<file path="src/include/mci_params.svh">
// Bus widths, address map, mailbox depth and user list length
// Also the constant read back from the ID register
`ifndef MCI_PARAMS_SVH
`define MCI_PARAMS_SVH

// Host bus widths
`define MCI_ADDR_WIDTH 32
`define MCI_DATA_WIDTH 32
`define MCI_USER_WIDTH 32
`define MCI_ID_WIDTH 8
`define MCI_STRB_WIDTH (`MCI_DATA_WIDTH / 8)

// Register window, 4 KiB
`define MCI_REG_BASE 32'h0000_0000
`define MCI_REG_SIZE 32'h0000_1000

// Mailbox window, one word per entry
`define MCI_MBOX_BASE 32'h0001_0000
`define MCI_MBOX_DEPTH 256
`define MCI_MBOX_SIZE (`MCI_MBOX_DEPTH * 4)

// Users allowed into the mailbox
`define MCI_NUM_MBOX_USERS 5

`define MCI_ID_VALUE 32'h4D43_4901

`endif

</file>
<file path="src/source/mci_pkg.sv">
// Vector typedefs for the MCI subordinate
// Host and component request/response structs, subordinate FSM states
`default_nettype none

`include "mci_params.svh"

package mci_pkg;

    typedef logic [`MCI_ADDR_WIDTH-1:0] addr_t;
    typedef logic [`MCI_DATA_WIDTH-1:0] data_t;
    typedef logic [`MCI_STRB_WIDTH-1:0] strb_t;
    typedef logic [`MCI_USER_WIDTH-1:0] user_t;
    typedef logic [`MCI_ID_WIDTH-1:0]   id_t;

    // Word index inside each target
    typedef logic [2:0]                           reg_idx_t;
    typedef logic [$clog2(`MCI_MBOX_DEPTH)-1:0]   mbox_idx_t;

    // Write: address, data and strobes in one beat
    typedef struct packed {
        addr_t addr;
        data_t data;
        strb_t strb;
        user_t user;
        id_t   id;
    } axi_wr_req_t;

    typedef struct packed {
        addr_t addr;
        user_t user;
        id_t   id;
    } axi_rd_req_t;

    // Shared by the b and r channels
    typedef struct packed {
        data_t data;
        id_t   id;
        logic  err;
    } axi_rsp_t;

    // Internal simplex request
    typedef struct packed {
        addr_t addr;
        logic  write;
        data_t wdata;
        strb_t wstrb;
        user_t user;
    } comp_req_t;

    typedef struct packed {
        data_t rdata;
        logic  hold;
        logic  error;
    } comp_rsp_t;

    typedef enum logic [1:0] {
        IDLE,
        REQ,
        WRSP,
        RRSP
    } axi_sub_state_t;

endpackage

`default_nettype wire

</file>
<file path="src/source/mci_reg_block.sv">
// Register target
// Read-only ID, privileged config register, strobed scratch registers
`timescale 1ns/10ps
`default_nettype none

`include "mci_params.svh"

module mci_reg_block
    import mci_pkg::*;
(
    input  logic      clk,
    input  logic      rst,
    input  logic      dv,
    input  comp_req_t req,
    input  logic      priv,
    output comp_rsp_t rsp
);

    reg_idx_t idx;
    data_t    config_q;
    data_t    scratch_q [2:7];
    data_t    rdata;
    logic     id_wr;
    logic     cfg_denied;

    // Word select, rest of the window aliases
    assign idx = req.addr[2 +: $bits(reg_idx_t)];

    // ID is read-only, config needs the soc-config user
    assign id_wr      = req.write && (idx == reg_idx_t'(0));
    assign cfg_denied = req.write && (idx == reg_idx_t'(1)) && !priv;

    always_ff @(posedge clk) begin
        if (rst) begin
            config_q <= '0;
            for (int r = 2; r < 8; r++) begin
                scratch_q[r] <= '0;
            end
        end else if (dv && req.write) begin
            for (int b = 0; b < $bits(strb_t); b++) begin
                if (req.wstrb[b]) begin
                    if (idx == reg_idx_t'(1)) begin
                        if (priv) config_q[8*b +: 8] <= req.wdata[8*b +: 8];
                    end else if (idx >= reg_idx_t'(2)) begin
                        scratch_q[idx][8*b +: 8] <= req.wdata[8*b +: 8];
                    end
                end
            end
        end
    end

    always_comb begin
        case (idx)
            3'd0:    rdata = `MCI_ID_VALUE;
            3'd1:    rdata = config_q;
            default: rdata = scratch_q[idx];
        endcase
    end

    // Single-cycle answer, reads never fail
    assign rsp = '{rdata: rdata, hold: 1'b0, error: id_wr || cfg_denied};

endmodule

`default_nettype wire

</file>
<file path="config.mk">
export PLATFORM = sky130hd
export DESIGN_NAME = mci_reg_block
export DESIGN_NICKNAME = d
export VERILOG_FILES = /design/src/source/mci_pkg.sv /design/src/source/mci_reg_block.sv
export VERILOG_INCLUDE_DIRS = /design/src /design/src/include
export SDC_FILE = /design/constraint.sdc
export NUM_CORES = 1
export LEC_CHECK = 0
export BUFFER_PORTS_ARGS = -buffer_cell sky130_fd_sc_hd__buf_2
export CAP_MARGIN = 5
export CELL_PAD_IN_SITES_DETAIL_PLACEMENT = 0
export CELL_PAD_IN_SITES_GLOBAL_PLACEMENT = 1
export CORE_UTILIZATION = 40
export CTS_BUF_LIST = sky130_fd_sc_hd__clkbuf_4 sky130_fd_sc_hd__clkbuf_8
export DETAILED_ROUTE_END_ITERATION = 6
export PLACE_DENSITY_LB_ADDON = 0.2
export SETUP_SLACK_MARGIN = 0.2
export SLEW_MARGIN = 20
export SYNTH_ARGS = -nofsm -noshare
export SYNTH_HDL_FRONTEND = slang
export SYNTH_SLANG_ARGS = --single-unit
</file>
<file path="constraint.sdc">
create_clock -name clk -period 4.2 [get_ports clk]
set_input_delay 0.21 -clock clk [delete_from_list [all_inputs] [get_ports clk]]
set_output_delay 0.21 -clock clk [all_outputs]
set_load 0.1 [all_outputs]
</file>
# Word-level counts from Yosys, hierarchy flattened
# Memories as Yosys holds them, arrays and structs flattened.
# Cells that the tools add are included.
# word_totals
reg_bits	32
mem_bits_rw	192
out_inout_bits	34
mem_count	1
# op_classes
muxes	24
n_reduce_logical	12
n_lt_le_gt_ge	1
eq_ne	1
# mem_list
memory	depth	word_bits	read_ports	rd_ports_with_merged_regs	wr	line	rtl
scratch_q	6	32	1	0	6	mci_reg_block.sv:21	data_t scratch_q [2:7];
# op_table
operator	count
$pmux 32 s2	1
$mux 32	1
$reduce_or 32->1	1
$mux 1	20
$reduce_and 4->1	4
$logic_and 1x1->1	4
$mux 4	1
$eq 3x1->1 const B	1
$ge 3x2->1 const B	1
$logic_not 3->1	1
$mux 3	1
$logic_not 1->1	1
$logic_or 1x1->1	1

# Depth between registers and ports, before layout
# depth
ltp_word	9
depth_mapped	7
depth_no_buf	4

# Least setup slack after synthesis
# No wires, ideal clock.
# synth_path
kind	input-to-output
from	in req[71] in the netlist's numbering
to	out rsp[16] in the netlist's numbering
path_stages	5
arrival_time_ns	3.123
slack_ns	0.867
path_cell_list	buf_6 > buf_4 > buf_2 > buf_2 > a221oi_1
# synth_rtl
item	line	rtl
start, declared	mci_reg_block.sv:14	input comp_req_t req,
end, declared	mci_reg_block.sv:16	output comp_rsp_t rsp

==> results.ini <==
[yosys]
avgSynthCellArea_um2 = 12.2
syn_nets = 964
yosys.area.top_type = edfxtp_1
synth_area_leaders = edfxtp_1 55%, nor2_1 7.0%, dfxtp_1 6.1%
ys_warn_count = 0
synth-edff-count = 192
async_reset_ff_share_pct = 0
yosysTopAreaCellShare_pct = 55.1
synth_cells = 859
seq_area_frac_synth_pct = 61.2
ys_seq_elements = 224
dominantRegCellSynth = edfxtp_1
ys_types = 52
syn_area_um2 = 10500

[critical_path]
path_max_fanout = 52
critPathCaptureType = output pin
critPathSlowestCell = inv_1
worstSetupStartpointType = primary input
max_stage_delay_ns = 0.57
reg2reg_to = config_q[14]$_SDFFE_PP0P_
rrSetupSlack_ns = 3.55
critPathLaunch = req[71]
path_cells = buf_4 -> inv_1 -> nand2_2 -> a211oi_1 -> a221oi_1 -> buf_2
cp_num_buf_inv = 3
required_ns = 3.99
r2r_start = config_q[14]$_SDFFE_PP0P_
reg2regPathDepth = 2
critPathKind = primary input to output pin
path_delay_family = buffers and inverters
worstPathArrival_ns = 2.79

[sta]
setup_viol = 0
holdWs_ns = 0.0278
max_clock_freq_mhz = 334
worstMarginPinSlew_ns = 0.994
setup_tns_ns = 0
finClkSkew_ns = 0
slew_violations = 0
relSlewSlack_pct = 33.6
period_minus_slack_ns = 3.00
timing.final.ws_setup_ns = 1.20
rsz0062_at_grt = no
period_share_pct = 71.4
hold_viol = 0

[placement]
postPlaceCellArea_um2 = 11100
pre_cts_slack_ns = 0.820
dp_hpwl_mm = 17.4
port-buffer-count = 76
gp_congestion = 0.755

[drt]
vias = 7117
via_per_inst = 5.34
firstDrtPassIters = 5
drt-initial-drc-count = 515
drc_errors = 0
wl_mm = 28.6
ant_nets = 0
wl_per_cell_um = 21.4

[global_route]
grt_max_degree = 57
overflow = 0
antenna_found_initial = 0
grt_use_total_pct = 21.9
grt_pass1_vias = 7176
grt_pass1_wl_mm = 43.0

[hold_path]
worstHoldStart = req[50]
hold_class = primary input to flop
whs_path_depth = 3
min_to = config_q[14]$_SDFFE_PP0P_

[die]
rows = 58
die_w_um = 164
initial_core_util_pct = 41.2
core_area_um2 = 25400
fp.dieH_um = 164
die_area_um2 = 26800
io_pins = 139

[clock_tree]
cts_setup_buffers = 0
path_clk_slew_ns = 0.06
cts_resized = 0
root_buffer = clkbuf_8
cts_tree = built
cts.sinks = 224
cts_buffers = 39
cts_buffer_depth = 3
insertion_delay_ns = 0.53
htree_levels = 2

[layout]
finalNetCount = 1079
postLayoutCellArea_um2 = 12200
fillers = 2389
antenna_cells = 0
drive_gt1_share_pct = 24.0
synthToLayoutAreaGrowth_pct = 16.7

[run_status]
status = finished, final reports clean

[pwr]
p_leak_nw = 4.57
powerDensity_nw_per_um2 = 437
vdd_drop_max_v = 0.000216

[run]
cap_violations = 0

metal layers:
layer  global-route usage [%]  vias up  part of all wire (%)
met2                     35.2      205                    47
met5                        0        -                     0
li1                         -     3341                     -
met3                     4.32       43                   5.7
met1                     30.2     3528                    46
met4                     6.14        0                   1.9
area by class of cell:
class / instances / area (um2) / share of cell area, %
Clock inverter: 6 / 31.3 / 0.256
Clock buffer: 65 / 795 / 6.50
Multi-Input combinational cell: 569 / 3640 / 29.8
Timing Repair Buffer: 134 / 911 / 7.45
Inverter: 6 / 25.0 / 0.205
Sequential cell: 224 / 6410 / 52.4
Tap cell: 330 / 413 / 3.38
worst register-to-register path: stages (launching register included):
cell     delay [ns]
dfxtp_1        0.31
mux2i_1        0.14
nor2_1         0.06
flip-flops by register name, indices dropped and copies added, names as in the netlist:
signal,count
config_q,32
scratch_q,192
synth_stat cells (6+ instances only):
master / count
o22ai_1: 22
nor2_1: 194
o21bai_1: 17
nand2_2: 7
buf_6: 11
a221oi_1: 14
dfxtp_1: 32
edfxtp_1: 192
buf_4: 9
buf_2: 26
mux2_2: 11
a221oi_2: 9
nand2_1: 45
a21oi_1: 44
mux4_2: 6
a211oi_1: 7
and2_1: 58
mux2i_1: 56
or2_2: 7
mux2_4: 13
clkbuf_1: 11
o21ai_0: 6
repair_timing:
| item | 4_1_cts | 5_1_grt |
|---|---|---|
| setup endpoints to repair | 0 | 0 |
| endpoints found under the hold margin | 54 | 0 |
| hold buffers | 31 | 0 |
cells in the final DEF (no fill, tap or decap), types with 11 or more instances in the layout:
cell           synthesis  final
and2_1                58     58
mux2_4                13     13
dfxtp_1               32     32
a21oi_1               44     44
clkbuf_4               0     16
dlygate4sd3_1          0     31
buf_2                 26     74
o21bai_1              17     17
nand2_1               45     45
mux2i_1               56     56
edfxtp_1             192    192
a221oi_1              14     14
nor2_1               194    194
o22ai_1               22     22
clkbuf_8               0     49
buf_4                  9     28
mux2_2                11     11
through the flow:
stage	util, %	cells	power [mW]
final	48.1	1334	5.35
after global routing	48.1	1334	5.52
after CTS	48.1	1334	5.39
after detailed placement	43.7	1232	3.30
after global placement	43.7	1232	3.29
after floorplan	-	859	3.11
how the worst max path moves through the flow:
stage                                    end  depth (start not counted)  slack (ns)
3_5_place_dp   scratch_q[3][1]$_SDFFCE_PN0P_                          5        0.82
2_1_floorplan                        rsp[16]                          5        0.87
5_1_grt                              rsp[26]                          5        1.12
6_report                             rsp[24]                          6        1.20
4_1_cts                              rsp[26]                          5        1.24
3_3_place_gp   scratch_q[3][2]$_SDFFCE_PN0P_                          5        0.94
where the power goes:
part,leakage [nW],total [mW],switching [mW],internal [mW]
Clock,0.437,2.08,0.886,1.19
Combinational,2.04,0.725,0.547,0.179
Sequential,2.08,2.54,0.0284,2.51
Total,4.57,5.35,1.46,3.88
logic make-up (layout without fill, tap and decap cells):
kind of cell	after synthesis	count (layout)	synth area share, %
flops	224	224	61.2
other cells	1	1	0.0358
buf+inv	66	211	4.03
mux	86	86	9.69
simple gates	346	346	15.8
compound gates	136	136	9.32
No activity file was read; power rests on OpenSTA's default activity.
