===== src/include/mci_params.svh =====
// Bus widths, address map, mailbox depth and user list length
// Also the constant read back from the ID register
`ifndef MCI_PARAMS_SVH
`define MCI_PARAMS_SVH

// Host bus widths
`define MCI_ADDR_WIDTH 32
`define MCI_DATA_WIDTH 32
`define MCI_USER_WIDTH 32
`define MCI_ID_WIDTH 8
`define MCI_STRB_WIDTH (`MCI_DATA_WIDTH / 8)

// Register window, 4 KiB
`define MCI_REG_BASE 32'h0000_0000
`define MCI_REG_SIZE 32'h0000_1000

// Mailbox window, one word per entry
`define MCI_MBOX_BASE 32'h0001_0000
`define MCI_MBOX_DEPTH 256
`define MCI_MBOX_SIZE (`MCI_MBOX_DEPTH * 4)

// Users allowed into the mailbox
`define MCI_NUM_MBOX_USERS 5

`define MCI_ID_VALUE 32'h4D43_4901

`endif


===== src/source/mci_pkg.sv =====
// Vector typedefs for the MCI subordinate
// Host and component request/response structs, subordinate FSM states
`default_nettype none

`include "mci_params.svh"

package mci_pkg;

    typedef logic [`MCI_ADDR_WIDTH-1:0] addr_t;
    typedef logic [`MCI_DATA_WIDTH-1:0] data_t;
    typedef logic [`MCI_STRB_WIDTH-1:0] strb_t;
    typedef logic [`MCI_USER_WIDTH-1:0] user_t;
    typedef logic [`MCI_ID_WIDTH-1:0]   id_t;

    // Word index inside each target
    typedef logic [2:0]                           reg_idx_t;
    typedef logic [$clog2(`MCI_MBOX_DEPTH)-1:0]   mbox_idx_t;

    // Write: address, data and strobes in one beat
    typedef struct packed {
        addr_t addr;
        data_t data;
        strb_t strb;
        user_t user;
        id_t   id;
    } axi_wr_req_t;

    typedef struct packed {
        addr_t addr;
        user_t user;
        id_t   id;
    } axi_rd_req_t;

    // Shared by the b and r channels
    typedef struct packed {
        data_t data;
        id_t   id;
        logic  err;
    } axi_rsp_t;

    // Internal simplex request
    typedef struct packed {
        addr_t addr;
        logic  write;
        data_t wdata;
        strb_t wstrb;
        user_t user;
    } comp_req_t;

    typedef struct packed {
        data_t rdata;
        logic  hold;
        logic  error;
    } comp_rsp_t;

    typedef enum logic [1:0] {
        IDLE,
        REQ,
        WRSP,
        RRSP
    } axi_sub_state_t;

endpackage

`default_nettype wire


===== src/source/axi_sub.sv =====
// Host-side subordinate
// Arbitrates single-beat reads against writes, one at a time
// Issues the component request and returns the response with its id
`timescale 1ns/10ps
`default_nettype none

module axi_sub
    import mci_pkg::*;
(
    input  logic        clk,
    input  logic        rst,

    // Write channel, address and data together
    input  logic        wr_valid,
    output logic        wr_ready,
    input  axi_wr_req_t wr_req,
    output logic        b_valid,
    input  logic        b_ready,
    output axi_rsp_t    b_rsp,

    // Read channel
    input  logic        ar_valid,
    output logic        ar_ready,
    input  axi_rd_req_t ar_req,
    output logic        r_valid,
    input  logic        r_ready,
    output axi_rsp_t    r_rsp,

    // Component side
    output logic        comp_dv,
    output comp_req_t   comp_req,
    input  comp_rsp_t   comp_rsp
);

    axi_sub_state_t state_q;
    axi_sub_state_t state_d;
    // Set when the last accepted transfer was a read
    logic           last_rd_q;
    logic           grant_wr;
    logic           grant_rd;
    logic           accept;
    logic           done;
    comp_req_t      req_q;
    axi_rsp_t       rsp_q;

    // Only in IDLE; alternate when both wait
    always_comb begin
        grant_wr = 1'b0;
        grant_rd = 1'b0;
        if (state_q == IDLE) begin
            if (wr_valid && ar_valid) begin
                grant_wr = last_rd_q;
                grant_rd = !last_rd_q;
            end else begin
                grant_wr = wr_valid;
                grant_rd = ar_valid;
            end
        end
    end

    assign wr_ready = grant_wr;
    assign ar_ready = grant_rd;
    assign accept   = grant_wr || grant_rd;

    // Granted request is shown a cycle early
    // Lets the decoder register its user compares before dv
    always_comb begin
        comp_req = req_q;
        if (grant_wr) begin
            comp_req.addr  = wr_req.addr;
            comp_req.write = 1'b1;
            comp_req.wdata = wr_req.data;
            comp_req.wstrb = wr_req.strb;
            comp_req.user  = wr_req.user;
        end else if (grant_rd) begin
            comp_req.addr  = ar_req.addr;
            comp_req.write = 1'b0;
            comp_req.wdata = '0;
            comp_req.wstrb = '0;
            comp_req.user  = ar_req.user;
        end
    end

    assign comp_dv = (state_q == REQ);
    // Target finished this cycle
    assign done    = comp_dv && !comp_rsp.hold;

    always_comb begin
        state_d = state_q;
        case (state_q)
            IDLE: if (accept) state_d = REQ;
            REQ:  if (!comp_rsp.hold) state_d = req_q.write ? WRSP : RRSP;
            WRSP: if (b_ready) state_d = IDLE;
            RRSP: if (r_ready) state_d = IDLE;
            default: state_d = IDLE;
        endcase
    end

    always_ff @(posedge clk) begin
        if (rst) begin
            state_q   <= IDLE;
            last_rd_q <= 1'b0;
        end else begin
            state_q <= state_d;
            if (accept) begin
                last_rd_q <= grant_rd;
            end
        end
    end

    // Request and response payload
    always_ff @(posedge clk) begin
        if (accept) begin
            req_q    <= comp_req;
            rsp_q.id <= grant_wr ? wr_req.id : ar_req.id;
        end
        if (done) begin
            // Write responses carry no data
            rsp_q.data <= req_q.write ? '0 : comp_rsp.rdata;
            rsp_q.err  <= comp_rsp.error;
        end
    end

    // Held stable until the host takes it
    assign b_valid = (state_q == WRSP);
    assign r_valid = (state_q == RRSP);
    assign b_rsp   = rsp_q;
    assign r_rsp   = rsp_q;

endmodule

`default_nettype wire


===== config.mk =====
export PLATFORM = sky130hd
export DESIGN_NAME = axi_sub
export DESIGN_NICKNAME = d
export VERILOG_FILES = /design/src/source/mci_pkg.sv /design/src/source/axi_sub.sv
export VERILOG_INCLUDE_DIRS = /design/src /design/src/include
export SDC_FILE = /design/constraint.sdc
export NUM_CORES = 1
export LEC_CHECK = 0
export ABC_AREA = 1
export BUFFER_PORTS_ARGS = -buffer_cell sky130_fd_sc_hd__clkbuf_2
export CAP_MARGIN = 15
export CORE_UTILIZATION = 30
export DETAILED_ROUTE_END_ITERATION = 7
export HOLD_SLACK_MARGIN = 0.02
export PLACE_DENSITY = 0.57
export REMOVE_ABC_BUFFERS = 1
export SYNTH_ARGS = -nofsm -noshare
export SYNTH_HDL_FRONTEND = slang
export SYNTH_SLANG_ARGS = --single-unit

===== constraint.sdc =====
create_clock -name clk -period 4.5 [get_ports clk]
set_input_delay 0.9 -clock clk [delete_from_list [all_inputs] [get_ports clk]]
set_output_delay 0.9 -clock clk [all_outputs]
set_load 0.005 [all_outputs]

# Word level (Yosys, flattened, before mapping)
# Cells that the tools add are included.
classes:
  addsub: 0
  n_mul: 0
  div: 0
  order_cmp: 0
  n_eq_ne: 7
  shift: 0
  n_mux: 13
  bitwise_logic: 0
  reduce_logical: 7
op_table:
  columns: ["cell", "n"]
  rows:
  - ["$mux 101", 2]
  - ["$mux 2", 4]
  - ["$mux 8", 1]
  - ["$pmux 2 s4", 1]
  - ["$mux 1", 5]
  - ["$eq 2x2->1 const B", 2]
  - ["$ne 2x1->1 const B", 2]
  - ["$ne 2x2->1 const B", 2]
  - ["$reduce_and 4->1", 1]
  - ["$eq 2x1->1 const B", 1]
  - ["$logic_and 1x1->1", 2]
  - ["$logic_not 1->1", 2]
  - ["$logic_not 2->1", 1]
  - ["$logic_or 1x1->1", 1]
word_totals:
  register_bits: 145
  latch_bits: 0
  mem_bits_rw: 0
  mem_bits_ro: 0
  input_bits: 220
  output_inout_bits: 188
  word_cells: 37
  memories: 0

# Depth between registers and ports, before layout
logic_depth:
  ltp_word: 6
  depth_mapped: 8

# Worst setup path before layout
# No wires, ideal clock.
synth_timing:
  path_kind: "input -> register"
  from: "in wr_valid"
  to: "reg rsp_q, in the netlist b_rsp[1] (enable)"
  t_arrival_ns: 3.448
  required_ns: 4.037
  slack_ns: 0.590
  stages: 4
  cell_sequence: "o21ai_0 > buf_2 > buf_2 > inv_1"
synth_between:
  elab_chain_len: 4
  word_cells_on_any_way: 6
  cone_classes: "4 x mux; 2 x reduce/logical"
synth_lines:
  columns: ["element", "line", "source"]
  rows:
  - ["start, declared", "axi_sub.sv:14", "input logic wr_valid,"]
  - ["$logic_and 1x1->1", "axi_sub.sv:51", "if (wr_valid && ar_valid) begin"]
  - ["$mux 1", "axi_sub.sv:51", null]
  - ["$mux 1", "axi_sub.sv:50", "if (state_q == IDLE) begin"]
  - ["$logic_or 1x1->1 *", "axi_sub.sv:63", "assign accept = grant_wr || grant_rd;"]
  - ["named net accept", "axi_sub.sv:41", "logic accept;"]
  - ["end, declared", "axi_sub.sv:44", "axi_rsp_t rsp_q;"]
# Mark *: on every way through the listed nets, which the timed path passes. The rest lies on a longest branch.
# A chain may end at the register's enable or synchronous reset.

==> impl_results.md <==
* Pin count of the biggest net entering global routing at 92
* Most used routing layer: met2
* Post-synth EDFFs at 142
* # Post-CTS Setup Buffers at 0
* WP data arrival at 2.52 ns
* WL per Instance at 14.9 um
* Pwr/cell area at 500 mW/mm2
* Hold Vio Cnt, Final at 0
* Worst r2r dst: req_q[79]
* Met1 Track Usage GR at 19.7%
* Final worst path period need at 3.42 ns
* Internal cell power at 3.36 mW
* Hold Path Cell Cnt at 2
* Starting Density at 30.7%
* Worst-Margin Slew at 0.783 ns
* Nets@finish at 1419
* Die Width at 160 um
* Register share of total power at 41.0%
* Most common cell after layout, fill and taps aside: clkbuf_2
* Antenna viol nets, final at 0
* CTS root buffer: clkbuf_16
* Run status: finished, final reports clean
* Ys flop type: edfxtp_1
* Total global routing overflow at 0
* Worst hold margin at 0.475 ns
* Vias in the first global route at 6311
* CTS Hold Bufs at 0
* Gate Count Post-Synth at 848
* Clk slew on worst S/H paths at 0.07 ns
* Drt first pass iters at 4
* Min-delay worst type: flop to flop
* Fin cells at 1538
* Met3 usage at 5.97%
* Max frequency at 292 MHz
* Synth warn at 0
* CTS Buf Count at 17
* Req. time, crit path at 3.60 ns
* VDD IR max at 190 uV
* Hold path endpoint: last_rd_q
* Die Area at 0.0256 mm2
* Initial DRC Count at 418
* Register area share after synthesis at 57.7%
* CTS Buffer Depth at 2
* Synth unique cells at 17
* Post-cts sizing count at 0
* Max-cap viol count at 0
* Reg2reg path depth at 4
* Die Y at 160 um
* Reg2reg start: state_q[0]
* P_leak at 5.33 nW
* Global-route wire length before repair at 34700 um
* Num rows at 57
* Final setup fails at 0
* Comb pwr share at 30.9%
* RePlAce Congestion at 0.776
* H-tree depth at 4
* Crit end category: output port
* Max-slew violation count at 0
* Worst setup SP type: input port
* Vias at 6605
* GR Util All Layers at 17.6%
* Clock Skews at 0.0114 ns
* Layout cell share with drive strength beyond 1 at 37.4%
* Clock Power Share at 28.1%
* Placed insts at 1504
* Initial antenna violation count at 2
* Crit path largest cell delay at 0.36 ns
* Post-Route WL at 23000 um
* Clk_lat worst skew at 0.42 ns
* DRC violations left at 0
* Top Ports at 408
* Average size of a mapped cell at 8.84 um2
* Reg-to-reg slack, setup at 2.34 ns
* Clk sinks at 145
* Routing usage on met2 at 31.2%
* Vias per std cell at 4.29
* Worst Path Max Fanout at 91
* Slew HR at 47.8%
* Setup CP Type: input port to output port
* Layout area overhead at 34.7%
* Core area at 0.0244 mm2
* DP HPWL at 16800 um
* Crit share post-route at 76.1%
* RSZ-0062 raised after global routing: false
* Sw Ratio at 33.5%
* CTS tree: done
* CP max-delay cell: nand3_4
* Min-Delay Startpoint: last_rd_q
* Fraction of registers with async set/reset at 0%
* Number of synthesized register bits at 145
* PortBufs at 407
* Synthesized area at 0.00750 mm2
* Fin Setup TNS at 0 ns
* Net Sw Power at 1.69 mW
* Crit path cell chain: clkbuf_2, nand2_1, nand3_4, buf_12, or2_0, nand3_1, nand2_1, clkbuf_2
* Most frequent cells in the layout: clkbuf_2, nand2_1, edfxtp_1
[final cells by class]
type / instances / area [um2]
Antenna cell: 2 / 5.00
Clock buffer: 17 / 425
Clock inverter: 15 / 149
Fill cell: 2518 / 14300
Inverter: 108 / 409
Multi-Input combinational cell: 512 / 2230
Sequential cell: 145 / 4320
Tap cell: 324 / 405
Timing Repair Buffer: 415 / 2150
[power by group through the flow]
stage / clock network (mW) / registers, mW / logic (mW)
finish: 1.42 / 2.07 / 1.56
floorplan: 0 / 2.12 / 0.774
CTS: 1.45 / 2.07 / 1.60
global route: 1.52 / 2.10 / 1.78
detailed placement: 0 / 2.10 / 1.60
global placement: 0 / 2.09 / 1.57
[kinds of logic (layout without fill, tap and decap cells)]
kind of cell	after synthesis	after routing	synth area share, %
buf+inv	191	555	12.9
simple gates	509	509	29.2
other cells	0	2	0
compound gates	3	3	0.200
flops	145	145	57.7
[metrics by stage]
stage	setup slack, ns	power, mW	instance area [um2]	utilization (%)
final	1.08	5.05	10100	41.4
after global routing	0.926	5.39	10100	41.4
after CTS	1.03	5.13	10100	41.4
after detailed placement	1.03	3.70	9520	39.0
after global placement	1.04	3.67	9520	39.0
after floorplan	-1.55	2.90	6940	-
[registers in the layout, indices dropped and copies added, names as in the netlist]
| register | cells |
|---|---|
| last_rd_q | 1 |
| req_q | 101 |
| state_q | 2 |
| b_rsp | 41 |
[routing by layer]
metal	routed length, um	vias up
li1	-	3312
met3	1810	20
met5	0	-
met4	415	0
met1	9120	2996
met2	11600	277
[critical path, delay by kind of cell]
family        cells  cell delay (ns)
buf+inv           3             0.62
simple gates      5             0.94
[cell usage after synthesis (2+ instances only)]
| master | n | area share [%] |
|---|---|---|
| nand3_1 | 68 | 4.5 |
| nand2_1 | 336 | 17 |
| dfxtp_1 | 3 | 0.80 |
| o21ai_0 | 2 | 0.13 |
| buf_4 | 51 | 5.1 |
| inv_1 | 107 | 5.4 |
| or2_0 | 65 | 5.4 |
| buf_2 | 16 | 1.1 |
| edfxtp_1 | 142 | 57 |
| nor2_1 | 37 | 1.9 |
| buf_6 | 5 | 0.75 |
| clkbuf_1 | 11 | 0.55 |
[worst max path at each step]
stage / start / to / slack [ns] / cells past startpoint
3_5_place_dp: wr_valid / comp_req[96] / 1.03 / 8
6_report: wr_valid / comp_req[96] / 1.08 / 8
4_1_cts: wr_valid / comp_req[96] / 1.03 / 8
2_1_floorplan: wr_valid / b_rsp[1] / -1.55 / 2
3_3_place_gp: wr_valid / comp_req[96] / 1.04 / 8
5_1_grt: wr_valid / comp_req[89] / 0.93 / 8
No activity file was read; power rests on OpenSTA's default activity.
