**src/include/mci_params.svh**
```systemverilog
// Bus widths, address map, mailbox depth and user list length
// Also the constant read back from the ID register
`ifndef MCI_PARAMS_SVH
`define MCI_PARAMS_SVH

// Host bus widths
`define MCI_ADDR_WIDTH 32
`define MCI_DATA_WIDTH 32
`define MCI_USER_WIDTH 32
`define MCI_ID_WIDTH 8
`define MCI_STRB_WIDTH (`MCI_DATA_WIDTH / 8)

// Register window, 4 KiB
`define MCI_REG_BASE 32'h0000_0000
`define MCI_REG_SIZE 32'h0000_1000

// Mailbox window, one word per entry
`define MCI_MBOX_BASE 32'h0001_0000
`define MCI_MBOX_DEPTH 256
`define MCI_MBOX_SIZE (`MCI_MBOX_DEPTH * 4)

// Users allowed into the mailbox
`define MCI_NUM_MBOX_USERS 5

`define MCI_ID_VALUE 32'h4D43_4901

`endif

```
**src/source/mci_pkg.sv**
```systemverilog
// Vector typedefs for the MCI subordinate
// Host and component request/response structs, subordinate FSM states
`default_nettype none

`include "mci_params.svh"

package mci_pkg;

    typedef logic [`MCI_ADDR_WIDTH-1:0] addr_t;
    typedef logic [`MCI_DATA_WIDTH-1:0] data_t;
    typedef logic [`MCI_STRB_WIDTH-1:0] strb_t;
    typedef logic [`MCI_USER_WIDTH-1:0] user_t;
    typedef logic [`MCI_ID_WIDTH-1:0]   id_t;

    // Word index inside each target
    typedef logic [2:0]                           reg_idx_t;
    typedef logic [$clog2(`MCI_MBOX_DEPTH)-1:0]   mbox_idx_t;

    // Write: address, data and strobes in one beat
    typedef struct packed {
        addr_t addr;
        data_t data;
        strb_t strb;
        user_t user;
        id_t   id;
    } axi_wr_req_t;

    typedef struct packed {
        addr_t addr;
        user_t user;
        id_t   id;
    } axi_rd_req_t;

    // Shared by the b and r channels
    typedef struct packed {
        data_t data;
        id_t   id;
        logic  err;
    } axi_rsp_t;

    // Internal simplex request
    typedef struct packed {
        addr_t addr;
        logic  write;
        data_t wdata;
        strb_t wstrb;
        user_t user;
    } comp_req_t;

    typedef struct packed {
        data_t rdata;
        logic  hold;
        logic  error;
    } comp_rsp_t;

    typedef enum logic [1:0] {
        IDLE,
        REQ,
        WRSP,
        RRSP
    } axi_sub_state_t;

endpackage

`default_nettype wire

```
**src/source/mci_axi_sub_decode.sv**
```systemverilog
// Address decoder for the component request
// Register and mailbox windows, mailbox user filter, privilege flags
// Response steering back to the subordinate
`timescale 1ns/10ps
`default_nettype none

`include "mci_params.svh"

module mci_axi_sub_decode
    import mci_pkg::*;
(
    input  logic      clk,
    input  logic      rst,

    // From the subordinate
    input  logic      comp_dv,
    input  comp_req_t comp_req,
    output comp_rsp_t comp_rsp,

    // Mailbox access list
    input  user_t [`MCI_NUM_MBOX_USERS-1:0] valid_mbox_users,

    // Strapped privileged users
    input  user_t     strap_soc_config_user,
    input  user_t     strap_mcu_lsu_user,
    input  user_t     strap_mcu_ifu_user,

    // Targets
    output logic      reg_dv,
    input  comp_rsp_t reg_rsp,
    output logic      mbox_dv,
    input  comp_rsp_t mbox_rsp,

    // Privilege flags
    output logic      axi_mci_soc_config_req,
    output logic      axi_mcu_req
);

    logic      reg_hit;
    logic      mbox_hit;
    logic      mbox_user_match;
    logic      mbox_user_ok_q;
    logic      soc_cfg_q;
    logic      mcu_q;
    logic      mbox_sel;

    // Window match on the upper address bits
    assign reg_hit  = (comp_req.addr & ~addr_t'(`MCI_REG_SIZE - 1))
                    == addr_t'(`MCI_REG_BASE);
    assign mbox_hit = (comp_req.addr & ~addr_t'(`MCI_MBOX_SIZE - 1))
                    == addr_t'(`MCI_MBOX_BASE);

    // Any listed user may use the mailbox
    always_comb begin
        mbox_user_match = 1'b0;
        for (int i = 0; i < `MCI_NUM_MBOX_USERS; i++) begin
            if (comp_req.user == valid_mbox_users[i]) begin
                mbox_user_match = 1'b1;
            end
        end
    end

    // User compares registered
    // Request is visible the cycle it is accepted and stable while dv is high
    always_ff @(posedge clk) begin
        if (rst) begin
            mbox_user_ok_q <= 1'b0;
            soc_cfg_q      <= 1'b0;
            mcu_q          <= 1'b0;
        end else begin
            mbox_user_ok_q <= mbox_user_match;
            soc_cfg_q      <= (comp_req.user == strap_soc_config_user);
            mcu_q          <= (comp_req.user == strap_mcu_lsu_user)
                           || (comp_req.user == strap_mcu_ifu_user);
        end
    end

    // Flags only while a request is active
    assign axi_mci_soc_config_req = comp_dv && soc_cfg_q;
    assign axi_mcu_req            = comp_dv && mcu_q;

    // Filtered mailbox access never reaches the SRAM
    assign mbox_sel = mbox_hit && mbox_user_ok_q;
    assign reg_dv   = comp_dv && reg_hit;
    assign mbox_dv  = comp_dv && mbox_sel;

    always_comb begin
        if (reg_hit) begin
            comp_rsp = reg_rsp;
        end else if (mbox_sel) begin
            comp_rsp = mbox_rsp;
        end else begin
            // Miss or refused access answered at once with an error
            comp_rsp = '{rdata: '0, hold: 1'b0, error: 1'b1};
        end
    end

endmodule

`default_nettype wire

```
**config.mk**
```make
export PLATFORM = sky130hd
export DESIGN_NAME = mci_axi_sub_decode
export DESIGN_NICKNAME = d
export VERILOG_FILES = /design/src/source/mci_pkg.sv /design/src/source/mci_axi_sub_decode.sv
export VERILOG_INCLUDE_DIRS = /design/src /design/src/include
export SDC_FILE = /design/constraint.sdc
export NUM_CORES = 1
export LEC_CHECK = 0
export ABC_AREA = 1
export ABC_CLOCK_PERIOD_IN_PS = 1500
export BUFFER_PORTS_ARGS = -buffer_cell sky130_fd_sc_hd__buf_2
export CAP_MARGIN = 40
export CORE_AREA = 2 2 182 184
export CTS_CLUSTER_SIZE = 40
export DETAILED_ROUTE_END_ITERATION = 7
export DIE_AREA = 0 0 184 186
export PLACE_DENSITY = 0.47
export REMOVE_ABC_BUFFERS = 1
export SLEW_MARGIN = 5
export SYNTH_ARGS = -nofsm -noshare
export SYNTH_HDL_FRONTEND = slang
export SYNTH_SLANG_ARGS = --single-unit
```
**constraint.sdc**
```tcl
create_clock -name clk -period 1.5 [get_ports clk]
set_clock_uncertainty 0.15 [all_clocks]
set_input_delay 0.15 -clock clk [delete_from_list [all_inputs] [get_ports clk]]
set_output_delay 0.15 -clock clk [all_outputs]
set_load 0.005 [all_outputs]
```
After elaboration in Yosys (flattened, before gate mapping)
Cells that the tools add are included.

Register bits after elaboration: 3. Bits of input ports: 428. Output and inout port bits: 38. Word-level logic and storage cells: 26.

Equality and inequality tests: 9. Reduce and logical (&&, ||, !) cells: 7. Multiplexer cells: 7.

Operators by type and width (number): $eq 32x32->1 (8); $mux 34 (2); $logic_not 32->1 (1); $eq 22x7->1 const B (1); $logic_and 1x1->1 (5); $mux 1 (5); $logic_or 1x1->1 (1).

Logic depth before layout (Yosys ltp)
Gate-level depths: netlist of run 1.

Depth after elaboration: 6. Depth in mapped cells: 12. Depth with buffers taken out: 11.

Least setup slack after synthesis of run 1
Ideal clock, no wire load.

Kind: input -> output. Start point: in comp_req[88] in the netlist's numbering. End point: out comp_rsp[12] in the netlist's numbering. Path slack: 60 ps. Stages on the path: 5. Data required time: 1200 ps. Path buffers: 1. Data arrival time: 1140 ps. Cell sequence: or2_4 nor4_4 nand3_4 buf_6 o21ai_2.

RTL lines: start, declared (line mci_axi_sub_decode.sv:17) `input comp_req_t comp_req,`; end, declared (line mci_axi_sub_decode.sv:18) `output comp_rsp_t comp_rsp,`.

==> results.md, run 1 <==
- CP Data Required Time: 1200 ps
- Final slew viol count: 0
- Worst Path Arrival: ~1500 ps
- Avg Cell Area, Syn: 5.58 µm²
- Depth of the CTS H-tree: 1
- Power Internal: 1450 µW
- Drt wl/cell: 14.7 µm
- CTS root buf: clkbuf_16
- Status: finished, violations left
- Cell variety after synth: 31
- Drt total wl: about 25,000 µm
- Fin crit share: 1.21
- Full die area: 34,200 µm²
- TritonCTS Buffers: 3
- Normalized max-slew margin: 0.726
- Yosys top cell by area: xnor2_1
- Iter 0 DRT Violations: 114
- Power per Cell Area: around 300 nW/µm²
- Worst-margin pin slew: 409 ps
- Post-DRT Antenna Nets: 0
- DR vias/cell: between 3 and 4
- Place WS: -420 ps
- Failing checks: negative setup slack
- Register area share after synthesis: 0.0131
- Post-Synthesis Cells: 820
- Area delta synth->final: 80.2%
- GPL Wtd Cong: 0.811
- Vias in the first global route: 6,212
- YS warnings: 0
- Flops & latches, synth: 3
- GRT Residual Overflow: 0
- Seq pwr share: 0.033
- Row count: 66
- CTS tree: done
- Crit path kind: in2out
- RSZ-0062 raised after global routing: yes
- Clk pwr share: 0.173
- Ports: 466
- Post-synth top area share: 0.281
- Comb pwr share: 0.794
- Sw power: roughly 960 µW
- Final hold violation count: 0
- Hold WC Path Type: in2reg
- Final min period: 1810 ps
- CTS Buffer Depth: 2
- Initial core utilization: 0.142
- Largest net degree at the start of global routing: 21
- # DRC: 0
- Util after Layout: 0.256
- # fillers: 3,700
- I/O Buffers: 418
- Global-route wire length before repair: about 34,000 µm
- Die Ht: 186 µm
- Share of cells above drive strength 1: 0.508
- Number of hold buffers added after cts: 0
- Pleak: 0.00424 µW
- Core area: 32,200 µm²
- Final worst setup slack: -311 ps
- Clock sinks: 3
- Clock slew at reported path FFs: 30 ps
- Commonest non-fill, non-tap cell in the layout: buf_2
- Synth area leaders: xnor2_1 (28%), nand2_1 (25%), xor2_1 (6.3%)
- F_max: between 0.5 and 0.6 GHz
- Die Wd: 184 µm
- Crit path max fanout: 20
- Nets: 1,727
- Vias post-DR: 6,507
- Worst Setup End Kind: output port
- Max_cap viols: 0
- Max VDD drop: 0.285 mV
- Most frequent cells in the layout: buf_2 (407), nand2_1 (292), xnor2_1 (139)
- Mapped Area: between 4000 and 5000 µm²
- TritonRoute pass-1 iters: 4
- Design Power: approximately 2400 µW
- Switching Fraction: 0.398
- DP HPWL: 22,800 µm
- Final setup vio count: 36
- Startpoint types: input port
- Total GRT Usage: 0.134
- Initial antenna violation count: 12
==> final cells by class <==
cell class / count / area, µm² / share of cell area
Multi-Input combinational cell: 709 / 4300 / 0.521
Timing Repair Buffer: 515 / 3030 / 0.367
Tap cell: 408 / 510 / 0.0619
Inverter: 67 / 256 / 0.0311
Clock buffer: 4 / 78.8 / 0.00956
Sequential cell: 3 / 60.1 / 0.00728
Antenna cell: 6 / 15.0 / 0.00182
==> state kept, by name (all words and copies together) (netlist names) <==
signal,cells
soc_cfg_q,1
mbox_user_ok_q,1
mcu_q,1
==> synthesized netlist by cell type, drive strengths merged <==
cell / number
o22ai: 3
a211oi: 2
o21bai: 1
dfxtp: 3
o21ai: 40
nand3: 30
xnor2: 147
buf: 41
nor4: 7
nand2: 309
inv: 66
xor2: 33
o2111ai: 2
a21oi: 1
nor2: 77
clkinv: 1
nand4: 6
or2: 34
o211ai: 1
nor3: 16
==> cells by family (layout without fill, tap and decap cells) <==
| logic type | after synthesis | in the layout | synth area share |
|---|---|---|---|
| AO/OA/AOI/OAI | 50 | 50 | 0.0839 |
| XOR/XNOR | 180 | 180 | 0.344 |
| buffers and inverters | 108 | 586 | 0.117 |
| flip-flops | 3 | 3 | 0.0131 |
| other | 0 | 6 | 0 |
| AND/OR/NAND/NOR | 479 | 479 | 0.441 |
==> repair_timing <==
| action | 4_1_cts | 5_1_grt |
|---|---|---|
| endpoints found under the setup margin | 39 | 39 |
| buffers inserted | 0 | 6 |
| resized for setup | 49 | 64 |
| cloned | 2 | 1 |
| pin swaps | 8 | 14 |
==> critical path: stages <==
cell and delay, ps:
buf_6 90, or2_4 250, nor4_4 230, buf_4 170, nand3_4 110, buf_12 200
o21ai_2 150, buf_2 140
==> worst paths after layout <==
kind,start,endpoint,cells after the start
worst max-delay path,comp_req[100],comp_rsp[31],8
worst min-delay path,rst,mbox_user_ok_q,2
==> stage by stage <==
stage | instance area (µm²) | std cells | hold WS, ps | TNS (ps)
after floorplan | 4290 | 779 | 69.1 | -6020
after global placement | 7640 | 1693 | 265 | -13770
after detailed placement | 7640 | 1693 | 263 | -13860
after CTS | 7960 | 1699 | 4.76 | -9970
after global routing | 8240 | 1709 | 41.5 | -12170
final | 8250 | 1712 | 30.5 | -8210
==> power by group through the flow <==
stage / combinational (µW) / clock (µW) / sequential (µW)
finish: 1910 / 416 / 80.4
global route: 2120 / 442 / 80.3
CTS: 1880 / 423 / 80.4
detailed placement: 1820 / 0 / 81.4
global placement: 1810 / 0 / 81.4
floorplan: 776 / 0 / 81.4
==> routing by layer <==
layer,GRT usage,routed length [µm]
met3,0.0286,1870
met1,0.140,9370
met5,0,90
met4,0.0170,300
met2,0.276,13500
(Power assumes the default switching activity.)
==> inputs of run 2 (changes only) <==
--- a/config.mk
+++ b/config.mk
@@ -6,15 +6,14 @@
 export SDC_FILE = /design/constraint.sdc
 export NUM_CORES = 1
 export LEC_CHECK = 0
-export ABC_AREA = 1
-export ABC_CLOCK_PERIOD_IN_PS = 1500
+export ABC_CLOCK_PERIOD_IN_PS = 1600
 export BUFFER_PORTS_ARGS = -buffer_cell sky130_fd_sc_hd__buf_2
 export CAP_MARGIN = 40
-export CORE_AREA = 2 2 182 184
+export CORE_AREA = 2 2 184 186
 export CTS_CLUSTER_SIZE = 40
 export DETAILED_ROUTE_END_ITERATION = 7
-export DIE_AREA = 0 0 184 186
-export PLACE_DENSITY = 0.47
+export DIE_AREA = 0 0 186 188
+export PLACE_DENSITY = 0.44
 export REMOVE_ABC_BUFFERS = 1
 export SLEW_MARGIN = 5
 export SYNTH_ARGS = -nofsm -noshare
==> constraint.sdc (replaced) <==
create_clock -name clk -period 1.6 [get_ports clk]
set_clock_uncertainty 0.15 [all_clocks]
set_input_delay 0.16 -clock clk [delete_from_list [all_inputs] [get_ports clk]]
set_output_delay 0.16 -clock clk [all_outputs]
set_load 0.005 [all_outputs]
==> results.md, run 2 <==
- DP Cell Count: about 1,300
- # DRC: 0
- Die Wd: 186 µm
- Initial core utilization: 0.104
- I/O Buffers: 418
- Total GRT Usage: 0.155
- Number of hold buffers added after cts: 0
- Post-synth top area share: 0.364
- Post-synth EDFFs: 0
- Worst Setup End Kind: output port
- Failing checks: negative setup slack
- Row count: 67
- Hold WC Path Type: in2reg
- Flops & latches, synth: 3
- Min-delay src: rst
- Worst Path Buf+Inv: 5
- Yosys top cell by area: xnor2_1
- Most common cell in the netlist: xnor2_1
- Fin crit share: 1.43
- CTS tree: done
- # fillers: 3,678
- Crit path kind: in2out
- Register area share after synthesis: 0.0175
- GRT Residual Overflow: 0
- Global-route wire length before repair: 37,600 µm
- Placed cell areas: approximately 6600 µm²
- Max_cap viols: 0
- Drt total wl: 28,300 µm
- Post-DRT Antenna Nets: 0
- Final worst setup slack: -692 ps
- Power per Cell Area: 303 nW/µm²
- Max incr delay on CP: ~450 ps
- Worst-margin pin slew: 343 ps
- Full die area: 35,000 µm²
- TritonRoute pass-1 iters: 4
- Vias in the first global route: 5,158
- Pleak: 0.00346 µW
- Commonest non-fill, non-tap cell in the layout: buf_2
- Largest net degree at the start of global routing: 36
- Clock slew at reported path FFs: roughly 30 ps
- Worst Path Arrival: 1980 ps
- GPL Wtd Cong: 0.922
- Finished Layout Cells: 1,357
- Slowest stage cell, crit path: or4_4
- Initial antenna violation count: 4
- Avg Cell Area, Syn: 7.91 µm²
- Clock sinks: 3
- Worst setup path start: comp_req[87]
- Vias post-DR: 5,122
- DR vias/cell: ~3.8
- Share of cells above drive strength 1: 0.619
- Synth area leaders: xnor2_1 (36%), xor2_1 (29%), a22o_1 (8.4%)
- Startpoint types: input port
- Area delta synth->final: 121%
- Final min period: 2290 ps
- Ports: 466
- CTS Buffer Depth: 2
- DP HPWL: 24,500 µm
- Main flop type after synthesis: dfxtp_1
- YS warnings: 0
- Asr flop ratio synth: 0
- TritonCTS Buffers: 3
- Design area: roughly 7600 µm²
- Post-Synthesis Cells: 435
- RSZ-0062 raised after global routing: yes
- Most frequent cells in the layout: buf_2 (397), xnor2_1 (139), xor2_1 (100)
- Final setup vio count: 38
- CP delay by family, top: simple AND/OR/NAND/NOR gates
- Status: finished, violations left
- Cell variety after synth: 22
- CTS root buf: clkbuf_16
- Place WS: -932 ps
- Normalized max-slew margin: 0.770
- Nets: 1,335
- Core area: between 30,000 and 40,000 µm²
- Die Ht: 188 µm
- Util after Layout: 0.229
- Iter 0 DRT Violations: 265
- Depth of the CTS H-tree: 1
- Crit path max fanout: 4
- Max VDD drop: 0.242 mV
- Top post-synthesis cells by count: xnor2_1 (143), xor2_1 (113), nand4_1 (43)
- Worst path cell trace: buf_6 -> nor4_4 -> nand4_1 -> or4_4 -> nor4_4 -> buf_6 -> buf_12 -> clkbuf_16 -> a22o_1 -> buf_2
- Final slew viol count: 0
- Final hold violation count: 0
- CP Data Required Time: 1290 ps
- Mapped Area: around 3400 µm²
- F_max: 0.436 GHz
- Drt wl/cell: around 21 µm
- Largest regs: mbox_user_ok_q: 1 flops, mcu_q: 1 flops, soc_cfg_q: 1 flops
## run 2: cells by family (layout without fill, tap and decap cells)
| group | count (synthesis) | in the layout | synth area share |
|---|---|---|---|
| XOR/XNOR | 256 | 256 | 0.652 |
| AND/OR/NAND/NOR | 99 | 99 | 0.183 |
| buffers and inverters | 40 | 511 | 0.0549 |
| AO/OA/AOI/OAI | 37 | 37 | 0.0924 |
| flip-flops | 3 | 3 | 0.0175 |
| other | 0 | 3 | 0 |
## run 2: layout make-up
class | instances | area [µm²] | area share
diodes | 3 | 7.51 | 0.000989
multi-input cells | 392 | 3700 | 0.487
flip-flops and latches | 3 | 60.1 | 0.00791
inverters | 2 | 7.51 | 0.000989
repair buffers | 505 | 3180 | 0.419
well taps | 448 | 561 | 0.0738
clock buffers | 4 | 78.8 | 0.0104
## run 2: final timing paths
path,endpoint,cells after the start
hold / removal,mbox_user_ok_q,2
setup / recovery,comp_rsp[30],10
## run 2: stage by stage
stage / setup TNS (ps) / total power [µW] / hold slack [ps]
2_1_floorplan: -31290 / 623 / 79.1
3_5_place_dp: -26730 / 1690 / 270
3_3_place_gp: -28340 / 1680 / 263
6_report: -22950 / 2300 / 17.9
4_1_cts: -22710 / 2310 / 41.3
5_1_grt: -26280 / 2460 / 42.4
## run 2: power breakdown
| group | switching, µW | total [µW] | internal, µW |
|---|---|---|---|
| registers | 0.0000000534 | 75.3 | 75.3 |
| logic | 867 | 1820 | 954 |
| clock network | 72.0 | 401 | 329 |
| total | 939 | 2300 | 1360 |
## run 2: timing repair
item | CTS | global route
endpoints found under the setup margin | 39 | 39
pin swaps | 34 | 8
resized for setup | 125 | 10
gates cloned | 2 | 1
setup buffers | 11 | 0
## run 2: layer usage
layer  global-route usage  up-vias  wire [µm]
met5                    0        -         13
met4               0.0167        2        259
met3               0.0208       16       1510
met2                0.260      235      13700
met1                0.215     2415      12800
li1                     -     2454          -
